**src/verilog/btac_settings.svh**
```systemverilog
`ifndef BTAC_SETTINGS_SVH
`define BTAC_SETTINGS_SVH

// Predictor table sizes, one word per entry.
`define BTB_DEPTH 16
`define BTB_INDEX_W $clog2(`BTB_DEPTH)
`define BTB_TAG_W (30 - `BTB_INDEX_W)

`define BHT_DEPTH 32
`define BHT_INDEX_W $clog2(`BHT_DEPTH)

// Fetch credits equal the depth of the pending queue in the resolve stage.
`define FETCH_CREDITS 4
`define DECODE_CREDITS 2

`define RESET_PC 32'h0000_0000

`endif

```
**src/verilog/btac_pkg.sv**
```systemverilog
`include "btac_settings.svh"

package btac_pkg;

  // Conditional branch layout.
  typedef struct packed {
    logic       imm_12;
    logic [5:0] imm_10_5;
    logic [4:0] rs2;
    logic [4:0] rs1;
    logic [2:0] funct3;
    logic [3:0] imm_4_1;
    logic       imm_11;
    logic [6:0] opcode;
  } b_fields_t;

  // Jump and link layout.
  typedef struct packed {
    logic       imm_20;
    logic [9:0] imm_10_1;
    logic       imm_11;
    logic [7:0] imm_19_12;
    logic [4:0] rd;
    logic [6:0] opcode;
  } j_fields_t;

  typedef union packed {
    b_fields_t b_view;
    j_fields_t j_view;
  } instr_word_u;

  typedef struct packed {
    logic        taken;
    logic [31:0] target;
    logic [1:0]  counter;
  } prediction_t;

  typedef struct packed {
    logic        valid;
    logic [31:0] pc;
    logic        epoch;
  } fetch_req_t;

  typedef struct packed {
    logic        valid;
    instr_word_u word;
    logic        taken; // Branch outcome, supplied in place of execute.
  } imem_rsp_t;

  typedef struct packed {
    logic        valid;
    logic [31:0] pc;
    logic [31:0] word;
    logic        mispredict;
  } decode_pkt_t;

  typedef struct packed {
    logic        valid;
    logic [31:0] pc;
  } redirect_t;

  typedef struct packed {
    logic        valid;
    logic [31:0] pc;
    logic [31:0] target;
    logic        is_branch;
    logic        taken;
  } btac_update_t;

  typedef struct packed {
    logic                  valid;
    logic [`BTB_TAG_W-1:0] tag;
    logic                  is_jump;
    logic [31:0]           target;
  } btb_entry_t;

endpackage

```
**src/verilog/btb.sv**
```systemverilog
`timescale 1ns/1ps
`include "btac_settings.svh"

module btb import btac_pkg::*; (
  input  logic                    clock,
  input  logic                    reset,
  input  logic                    write_en,
  input  logic [`BTB_INDEX_W-1:0] write_index,
  input  btb_entry_t              write_entry,
  input  logic [`BTB_INDEX_W-1:0] read_index,
  output btb_entry_t              read_entry
);

  btb_entry_t entries [`BTB_DEPTH];

  assign read_entry = entries[read_index]; // Lookup is combinational.

  // Only the valid bits are cleared, tags and targets keep their contents.
  always_ff @(posedge clock) begin
    if (!reset) begin
      for (int i = 0; i < `BTB_DEPTH; i++) begin
        entries[i].valid <= 1'b0;
      end
    end else if (write_en) begin
      entries[write_index] <= write_entry;
    end
  end

endmodule

```
**src/verilog/bht.sv**
```systemverilog
`timescale 1ns/1ps
`include "btac_settings.svh"

module bht (
  input  logic                    clock,
  input  logic                    reset,
  input  logic [`BHT_INDEX_W-1:0] read_index,
  output logic [1:0]              read_counter,
  input  logic                    update_en,
  input  logic [`BHT_INDEX_W-1:0] update_index,
  input  logic                    update_taken
);

  logic [1:0] counters [`BHT_DEPTH];
  logic [1:0] current;

  assign read_counter = counters[read_index];
  assign current = counters[update_index];

  always_ff @(posedge clock) begin
    if (!reset) begin
      for (int i = 0; i < `BHT_DEPTH; i++) begin
        counters[i] <= 2'b01; // Weakly not taken.
      end
    end else if (update_en) begin
      if (update_taken && current != 2'b11) begin
        counters[update_index] <= current + 2'd1;
      end else if (!update_taken && current != 2'b00) begin
        counters[update_index] <= current - 2'd1;
      end
    end
  end

endmodule

```
**src/verilog/btac.sv**
```systemverilog
`timescale 1ns/1ps
`include "btac_settings.svh"

module btac import btac_pkg::*; (
  input  logic         clock,
  input  logic         reset,
  input  logic [31:0]  lookup_pc,
  output prediction_t  prediction,
  input  btac_update_t update
);

  logic [`BTB_INDEX_W-1:0] lookup_index;
  logic [`BTB_INDEX_W-1:0] update_index;
  logic [`BHT_INDEX_W-1:0] lookup_counter_index;
  logic [`BHT_INDEX_W-1:0] update_counter_index;
  btb_entry_t              lookup_entry;
  btb_entry_t              new_entry;
  logic [1:0]              lookup_counter;
  logic                    hit;
  logic                    btb_write;
  logic                    bht_update;

  // Both tables are indexed by word address, bits 1 and 0 are always zero.
  assign lookup_index = lookup_pc[`BTB_INDEX_W+1:2];
  assign update_index = update.pc[`BTB_INDEX_W+1:2];
  assign lookup_counter_index = lookup_pc[`BHT_INDEX_W+1:2];
  assign update_counter_index = update.pc[`BHT_INDEX_W+1:2];

  assign hit = lookup_entry.valid && (lookup_entry.tag == lookup_pc[31:`BTB_INDEX_W+2]);

  // A jump always goes to its target, a branch follows its counter.
  always_comb begin
    prediction.taken = hit && (lookup_entry.is_jump || lookup_counter[1]);
    prediction.target = lookup_entry.target;
    prediction.counter = lookup_counter;
  end

  // Targets are only learned from taken instructions.
  assign btb_write = update.valid && update.taken;
  assign bht_update = update.valid && update.is_branch;

  always_comb begin
    new_entry.valid = 1'b1;
    new_entry.tag = update.pc[31:`BTB_INDEX_W+2];
    new_entry.is_jump = !update.is_branch;
    new_entry.target = update.target;
  end

  btb btb_i (
    .clock       (clock),
    .reset       (reset),
    .write_en    (btb_write),
    .write_index (update_index),
    .write_entry (new_entry),
    .read_index  (lookup_index),
    .read_entry  (lookup_entry)
  );

  bht bht_i (
    .clock        (clock),
    .reset        (reset),
    .read_index   (lookup_counter_index),
    .read_counter (lookup_counter),
    .update_en    (bht_update),
    .update_index (update_counter_index),
    .update_taken (update.taken)
  );

endmodule

```
**src/verilog/fetch_stage.sv**
```systemverilog
`timescale 1ns/1ps
`include "btac_settings.svh"

module fetch_stage import btac_pkg::*; (
  input  logic        clock,
  input  logic        reset,
  input  prediction_t prediction,
  output logic [31:0] lookup_pc,
  output fetch_req_t  fetch_req,
  output prediction_t pred_out,
  input  redirect_t   redirect,
  input  logic        fetch_credit
);

  localparam int CREDIT_W = $clog2(`FETCH_CREDITS + 1);

  logic [31:0]         pc;
  logic                epoch;
  logic                started;
  logic [CREDIT_W-1:0] credits;
  logic                issue;

  // The first request goes out in the cycle after reset is released.
  assign issue = started && (credits != '0);

  assign lookup_pc = pc;
  assign pred_out = prediction; // Travels with the request into the pending queue.

  always_comb begin
    fetch_req.valid = issue;
    fetch_req.pc = pc;
    fetch_req.epoch = epoch;
  end

  always_ff @(posedge clock) begin
    if (!reset) begin
      pc <= `RESET_PC;
      epoch <= 1'b0;
      started <= 1'b0;
      credits <= CREDIT_W'(`FETCH_CREDITS);
    end else begin
      started <= 1'b1;
      credits <= credits + CREDIT_W'(fetch_credit) - CREDIT_W'(issue);
      // A redirect wins over the prediction and opens a new epoch.
      if (redirect.valid) begin
        pc <= redirect.pc;
        epoch <= ~epoch;
      end else if (issue) begin
        pc <= prediction.taken ? prediction.target : pc + 32'd4;
      end
    end
  end

endmodule

```
**src/verilog/branch_resolve.sv**
```systemverilog
`timescale 1ns/1ps
`include "btac_settings.svh"

module branch_resolve import btac_pkg::*; (
  input  logic         clock,
  input  logic         reset,
  input  fetch_req_t   fetch_req,
  input  prediction_t  pred_in,
  input  logic         fetch_epoch,
  input  imem_rsp_t    imem_rsp,
  output logic         fetch_credit,
  output redirect_t    redirect,
  output btac_update_t update,
  output decode_pkt_t  decode_pkt,
  input  logic         decode_credit
);

  localparam int PTR_W = $clog2(`FETCH_CREDITS);
  localparam int COUNT_W = $clog2(`FETCH_CREDITS + 1);
  localparam int DCREDIT_W = $clog2(`DECODE_CREDITS + 1);
  localparam logic [6:0] OP_BRANCH = 7'b1100011;
  localparam logic [6:0] OP_JAL = 7'b1101111;

  typedef struct packed {
    logic [31:0] pc;
    prediction_t pred;
    logic        epoch;
    instr_word_u word;
    logic        taken;
  } pending_t;

  fetch_req_t           req_q;
  prediction_t          pred_q;
  pending_t             queue [`FETCH_CREDITS];
  pending_t             head;
  logic [PTR_W-1:0]     wr_ptr;
  logic [PTR_W-1:0]     rd_ptr;
  logic [COUNT_W-1:0]   count;
  logic [DCREDIT_W-1:0] decode_credits;
  logic                 push;
  logic                 pop;
  logic                 send;
  logic                 stale;
  logic                 is_branch;
  logic                 is_jal;
  logic                 taken;
  logic                 mispredict;
  logic [31:0]          b_imm;
  logic [31:0]          j_imm;
  logic [31:0]          seq_pc;
  logic [31:0]          taken_pc;
  logic [31:0]          actual_pc;
  logic [31:0]          predicted_pc;

  function automatic logic [PTR_W-1:0] next_ptr(input logic [PTR_W-1:0] ptr);
    return (ptr == PTR_W'(`FETCH_CREDITS - 1)) ? '0 : ptr + 1'b1;
  endfunction

  // The response lands one cycle after its request.
  assign push = req_q.valid && imem_rsp.valid;

  assign head = queue[rd_ptr];
  assign stale = head.epoch != fetch_epoch;
  assign pop = (count != '0) && (stale || decode_credits != '0);
  assign send = (count != '0) && !stale && (decode_credits != '0);

  // The same word is read through both immediate layouts.
  assign is_branch = head.word.b_view.opcode == OP_BRANCH;
  assign is_jal = head.word.j_view.opcode == OP_JAL;
  assign b_imm = {{20{head.word.b_view.imm_12}}, head.word.b_view.imm_11,
                  head.word.b_view.imm_10_5, head.word.b_view.imm_4_1, 1'b0};
  assign j_imm = {{12{head.word.j_view.imm_20}}, head.word.j_view.imm_19_12,
                  head.word.j_view.imm_11, head.word.j_view.imm_10_1, 1'b0};

  assign seq_pc = head.pc + 32'd4;
  assign taken_pc = head.pc + (is_jal ? j_imm : b_imm);
  assign taken = is_jal || (is_branch && head.taken);
  assign actual_pc = taken ? taken_pc : seq_pc;
  assign predicted_pc = head.pred.taken ? head.pred.target : seq_pc;
  assign mispredict = actual_pc != predicted_pc;

  assign fetch_credit = pop; // Dropped entries give their slot back as well.

  always_comb begin
    decode_pkt.valid = send;
    decode_pkt.pc = head.pc;
    decode_pkt.word = head.word;
    decode_pkt.mispredict = mispredict;
    redirect.valid = send && mispredict;
    redirect.pc = actual_pc;
    update.valid = send && (is_branch || is_jal);
    update.pc = head.pc;
    update.target = taken_pc;
    update.is_branch = is_branch;
    update.taken = taken;
  end

  always_ff @(posedge clock) begin
    if (!reset) begin
      req_q <= '0;
      wr_ptr <= '0;
      rd_ptr <= '0;
      count <= '0;
      decode_credits <= DCREDIT_W'(`DECODE_CREDITS);
    end else begin
      req_q <= fetch_req;
      if (push) begin
        wr_ptr <= next_ptr(wr_ptr);
      end
      if (pop) begin
        rd_ptr <= next_ptr(rd_ptr);
      end
      count <= count + COUNT_W'(push) - COUNT_W'(pop);
      decode_credits <= decode_credits + DCREDIT_W'(decode_credit) - DCREDIT_W'(send);
    end
  end

  always_ff @(posedge clock) begin
    pred_q <= pred_in;
    if (push) begin
      queue[wr_ptr] <= '{pc: req_q.pc, pred: pred_q, epoch: req_q.epoch,
                         word: imem_rsp.word, taken: imem_rsp.taken};
    end
  end

endmodule

```
**src/verilog/fetch_unit.sv**
```systemverilog
`timescale 1ns/1ps

module fetch_unit import btac_pkg::*; (
  input  logic        clock,
  input  logic        reset,
  output fetch_req_t  fetch_req,
  input  imem_rsp_t   imem_rsp,
  output decode_pkt_t decode_pkt,
  input  logic        decode_credit
);

  logic [31:0]  lookup_pc;
  prediction_t  prediction;
  prediction_t  fetch_pred;
  redirect_t    redirect;
  btac_update_t update;
  logic         fetch_credit;

  btac btac_i (
    .clock      (clock),
    .reset      (reset),
    .lookup_pc  (lookup_pc),
    .prediction (prediction),
    .update     (update)
  );

  fetch_stage fetch_stage_i (
    .clock        (clock),
    .reset        (reset),
    .prediction   (prediction),
    .lookup_pc    (lookup_pc),
    .fetch_req    (fetch_req),
    .pred_out     (fetch_pred),
    .redirect     (redirect),
    .fetch_credit (fetch_credit)
  );

  // The epoch of the current request tells the resolve stage which entries are stale.
  branch_resolve branch_resolve_i (
    .clock         (clock),
    .reset         (reset),
    .fetch_req     (fetch_req),
    .pred_in       (fetch_pred),
    .fetch_epoch   (fetch_req.epoch),
    .imem_rsp      (imem_rsp),
    .fetch_credit  (fetch_credit),
    .redirect      (redirect),
    .update        (update),
    .decode_pkt    (decode_pkt),
    .decode_credit (decode_credit)
  );

endmodule

```
**config.mk**
```make
export PLATFORM = sky130hd
export DESIGN_NAME = fetch_unit
export DESIGN_NICKNAME = d
export VERILOG_FILES = /design/src/verilog/btac_pkg.sv /design/src/verilog/btb.sv /design/src/verilog/bht.sv /design/src/verilog/btac.sv /design/src/verilog/fetch_stage.sv /design/src/verilog/branch_resolve.sv /design/src/verilog/fetch_unit.sv
export VERILOG_INCLUDE_DIRS = /design/src /design/src/verilog
export SDC_FILE = /design/constraint.sdc
export NUM_CORES = 2
export LEC_CHECK = 0
export BUFFER_PORTS_ARGS = -buffer_cell sky130_fd_sc_hd__buf_2
export CAP_MARGIN = 40
export CORE_ASPECT_RATIO = 1.25
export CORE_UTILIZATION = 35
export CTS_CLUSTER_SIZE = 16
export DETAILED_ROUTE_END_ITERATION = 8
export SYNTH_ARGS = -nofsm -noshare
export SYNTH_HDL_FRONTEND = slang
export SYNTH_SLANG_ARGS = --single-unit
```
**constraint.sdc**
```tcl
create_clock -name clock -period 19.16 [get_ports clock]
set_clock_uncertainty 0.1 [all_clocks]
set_input_delay 1.916 -clock clock [delete_from_list [all_inputs] [get_ports clock]]
set_output_delay 1.916 -clock clock [all_outputs]
set_load 0.05 [all_outputs]
```
After elaboration in Yosys (flattened, before gate mapping):

Memory sizes are Yosys's and may differ from the RTL's. A register that Yosys moved wholly into a read port is not among the register bits.
Index checks and enable logic that the tools add are counted.
Widths: inputs -> output; s select.

* output and inout bits: 100
* memories kept: 3
* RAM bits: 1428
* register bits: 115
* logic and storage cells: 105
* input port bits: 37

Memory list
* btac_i.btb_i.entries: words 16, bits a word 60, rd ports 1, clocked after Yosys merged registers in 1, wr ports 16, RTL line btb.sv:14 `` btb_entry_t entries [`BTB_DEPTH]; ``
* branch_resolve_i.queue: words 4, bits a word 101, rd ports 1, clocked after Yosys merged registers in 1, wr ports 1, RTL line branch_resolve.sv:34 `` pending_t queue [`FETCH_CREDITS]; ``
* btac_i.bht_i.counters: words 32, bits a word 2, rd ports 2, clocked after Yosys merged registers in 1, wr ports 32, RTL line bht.sv:14 `` logic [1:0] counters [`BHT_DEPTH]; ``

* $add $sub $neg: 13
* reductions and logical operators: 28
* equal/unequal tests: 8
* bitwise logic cells: 2
* multiplexer cells: 37

Operators with widths (count)
* $mux 32: 5
* $add 32x3->32 const B: 2
* $mux 60: 1
* $reduce_or 60->1: 1
* $add 32x32->32: 1
* $ne 32x32->1: 1
* $eq 26x26->1: 1
* $mux 20: 1
* $mux 1: 17
* $mux 5: 3
* $eq 7x7->1 const B: 2
* $logic_and 1x1->1: 14
* $mux 2: 7
* $mux 4: 3
* $add 2x1->2 const B: 3
* $add 3x1->3: 2
* $reduce_bool 2->1: 3
* $reduce_bool 3->1: 2
* $sub 3x1->3: 2
* $eq 2x2->1 const B: 2
* $logic_or 1x1->1: 4
* $logic_not 1->1: 3
* $add 2x1->2: 1
* $ne 2x2->1 const B: 1
* 6 further kinds: 6

Depth between registers and ports, before layout:

* depth after elaboration: 13
* mapped depth: 27

By module:

Synthesis repeated with hierarchy kept, for this count alone.

* cell total of the unflattened synthesis: 3710
* area total of the unflattened synthesis: 64458.1 um^2

Modules (own cells, without submodules)
* btb: area an instance 36003.3 um^2, cells each 1524, instances 1
* branch_resolve: area an instance 21299.2 um^2, cells each 1425, instances 1
* bht: area an instance 3851.2 um^2, cells each 315, instances 1
* fetch_stage: area an instance 2990.4 um^2, cells each 406, instances 1
* btac: area an instance 314.1 um^2, cells each 40, instances 1

Least setup slack after synthesis:

OpenSTA, ideal clock, no wires.

* kind: flip-flop to output port
* from: register (tool-made name)
* to: output decode_pkt[0] (netlist bit)
* setup slack: 9940 ps
* cell stages (with the launch flop): 24
* path buffers: 9
* arrival: 7204 ps
* cell sequence: dfxtp_1 > buf_6 > buf_6 > buf_6 > buf_4 > buf_4 > buf_4 > buf_2 > buf_1 > mux4_2 > mux2_2 > ha_1 > o211ai_1 > o21a_1 > or4b_2 > and3_1 > nor3_1 > xor2_1 > a21oi_1 > o31ai_1 > and4b_1 > o211ai_2 > or2_2 > buf_4

RTL lines
* end: declaration: RTL line fetch_unit.sv:8 `output decode_pkt_t decode_pkt,`

==> metrics.txt <==
Synth warnings 0; Detail Placement HPWL 115000 um; Placeable Area 0.180 sq mm; Seq/Total Area, Yosys 0.704; post-synthesis adder-cell area fraction 0.0104; Final Hold Fails 0; die area 0.184 sq mm; critical path data required time 17140 ps; post-synthesis mux area share 0.157; row count 174; top cells by area, synth edfxtp_1 (66%), mux4_2 (14%), dfxtp_1 (4.3%); Die Ht 479 um; syn avg cell area 18.2 sq um; maximum VDD drop 0.121 mV; worst slew pin tran 944 ps; post-CTS setup buffers 0; area leader, netlist edfxtp_1; Post-Syn Instances 3512; Final Cycle Share 0.529; CTS tree built; Area Growth Syn to Fin 14.3%; CTS Sinks 1540; largest net degree at the start of global routing 87; asr flop ratio synth 0; CP Max Fanout 30; drt first pass iters 5; number of synthesized flops with an enable pin 1404; chip width 384 um; input/output buffers 136; Peak Freq 98.6 MHz; Total Wirelength 180000 um; layout cell share with drive strength beyond 1 0.244; final slew viol count 0; initial antenna violation count 13; routed vias 35000; GRT Total Usage 0.195; vias per inst 5.64; status finished, final reports clean; Synth top area share 0.661; Final Net Count 3789; DRC Markers 0; CTS Buf Count 144; number of I/O pins 137; Slew headroom 0.365; post-synthesis simple-gate area fraction 0.0447; post-layout util 0.404; synthesized net count 3600; max cap viols 0; vias in the first global route 34700; top cells by count, synth edfxtp_1 (1404), mux4_2 (388), nor2_1 (161), nand2_1 (146), dfxtp_1 (136); Min Clock Period, post-route 10140 ps; Data arrival, critical path 8120 ps; Leakage 23.2 nW; hold crit path type reg -> reg; total power draw 13.2 mW; post-synthesis xor/xnor area fraction 0.0215; post-synthesis compound-gate area fraction 0.0430; Critical Path Source Type flip-flop; gpl congestion 0.934; Fill cells 16000; most frequent cell after synthesis edfxtp_1; Routed Antenna Nets 0; post-cts resize count 0; Power Dens Cells 182 mW/mm^2; GRT overflow 0; crit end category primary output; Netlist Area Pre-Place 0.0638 sq mm; WL per Instance 29.0 um; Fin Setup TNS 0 ps; unrepaired setup endpoints after global routing false; Root Buffer clkbuf_16; Starting Density 0.353; Post-CTS Hold Fix Bufs 0; Reg clk slew, reported paths 60 ps; register area 0.0449 sq mm; area of the multi-input gates 0.0178 sq mm; 1st-iter DRT viols 3891; Worst-Skew Late Latency 800 ps; critical path class reg -> out; H-tree lvl count 4; Top FF cell, synth edfxtp_1; first-pass GRT wire length 256000 um; largest family of logic cells by synthesized area multiplexers; Yosys reg bits 1540; setup violators final 0; Max Root-Sink Buffers 3; post-synthesis cell type count 89
registers in the layout, summed over array words and instances, names as in the netlist, 3 cells and up, named ones only:
register,cells
branch_resolve_i.req_q,34
branch_resolve_i.pred_q,33
branch_resolve_i.count,3
fetch_stage_i.lookup_pc,32
btac_i.btb_i.entries,960
btac_i.bht_i.counters,64
branch_resolve_i.queue,396
fetch_stage_i.credits,3
stage by stage:
stage	setup WS, ps	cells	hold slack, ps	instance area [sq um]
2_1_floorplan	9940	3512	325	63800
3_3_place_gp	9510	5896	332	67300
3_5_place_dp	9760	5931	340	68100
4_1_cts	8880	6199	354	72900
5_1_grt	8450	6199	372	72900
6_report	9020	6203	351	72900
critical path: stages, from the launching register on:
cell	delay, ps
dfxtp_4	750
buf_4	630
buf_4	590
mux4_2	790
nor2b_1	310
a21o_1	240
ha_1	390
and2_1	190
and3_1	190
or4b_2	700
a31oi_1	370
a31oi_1	170
xnor2_1	160
buf_4	250
xnor2_1	140
nand3_1	130
nor4_1	400
o211ai_2	220
or2_2	430
buf_2	250
cells in the final DEF, fill, tap and decap left out, drive strengths merged, types with 38 or more instances in the layout:
cell       n
a21oi     96
and2      38
buf      263
clkbuf   197
clkinv    45
dfxtp    136
edfxtp  1404
ha        48
inv       68
mux2i    102
mux4     389
nand2    147
nand3     50
nor2     161
o211ai    38
o21ai     95
xnor2     96
xor2      39
cells by family after synthesis:
logic type               after synthesis
AO/OA/AOI/OAI                        413
XOR/XNOR                             143
adder cells (fa/ha/maj)               51
buffers and inverters                280
flip-flops                          1540
multiplexers                         508
AND/OR/NAND/NOR                      577
report_power, final:
part / internal [mW] / switching (mW)
Clock: 1.65 / 1.25
Sequential: 4.76 / 0.249
Combinational: 1.71 / 3.61
path summary, 6_finish.rpt:
path / depth (start not counted) / to / from / slack [ps]
hold / removal: 1 / btac_i.btb_i.entries[7][59]$_SDFF_PP1_ / btac_i.btb_i.entries[7][59]$_SDFF_PP1_ / 350
setup reg to reg: 20 / fetch_stage_i.lookup_pc[14]$_SDFFE_PN0P_ / flip-flop / 11320
setup / recovery: 19 / decode_pkt[0] / flip-flop / 9020
hold reg to reg: 1 / btac_i.btb_i.entries[7][59]$_SDFF_PP1_ / btac_i.btb_i.entries[7][59]$_SDFF_PP1_ / 350
layer usage:
metal,GRT usage,wire length (um),up-vias
met5,0,55,-
met4,0.0557,4680,8
met3,0.0350,13800,291
met1,0.259,72000,18600
li1,-,-,14500
met2,0.326,89200,1535
layout make-up:
cell class,instances,area share
clock inverter,71,0.0109
antenna,4,0.000137
sequential,1540,0.616
multi-input combinational,1692,0.245
inverter,60,0.00313
timing repair buffer,263,0.0300
tap,2376,0.0408
clock buffer,197,0.0543
Note: power is estimated with default switching activity, not from simulation.
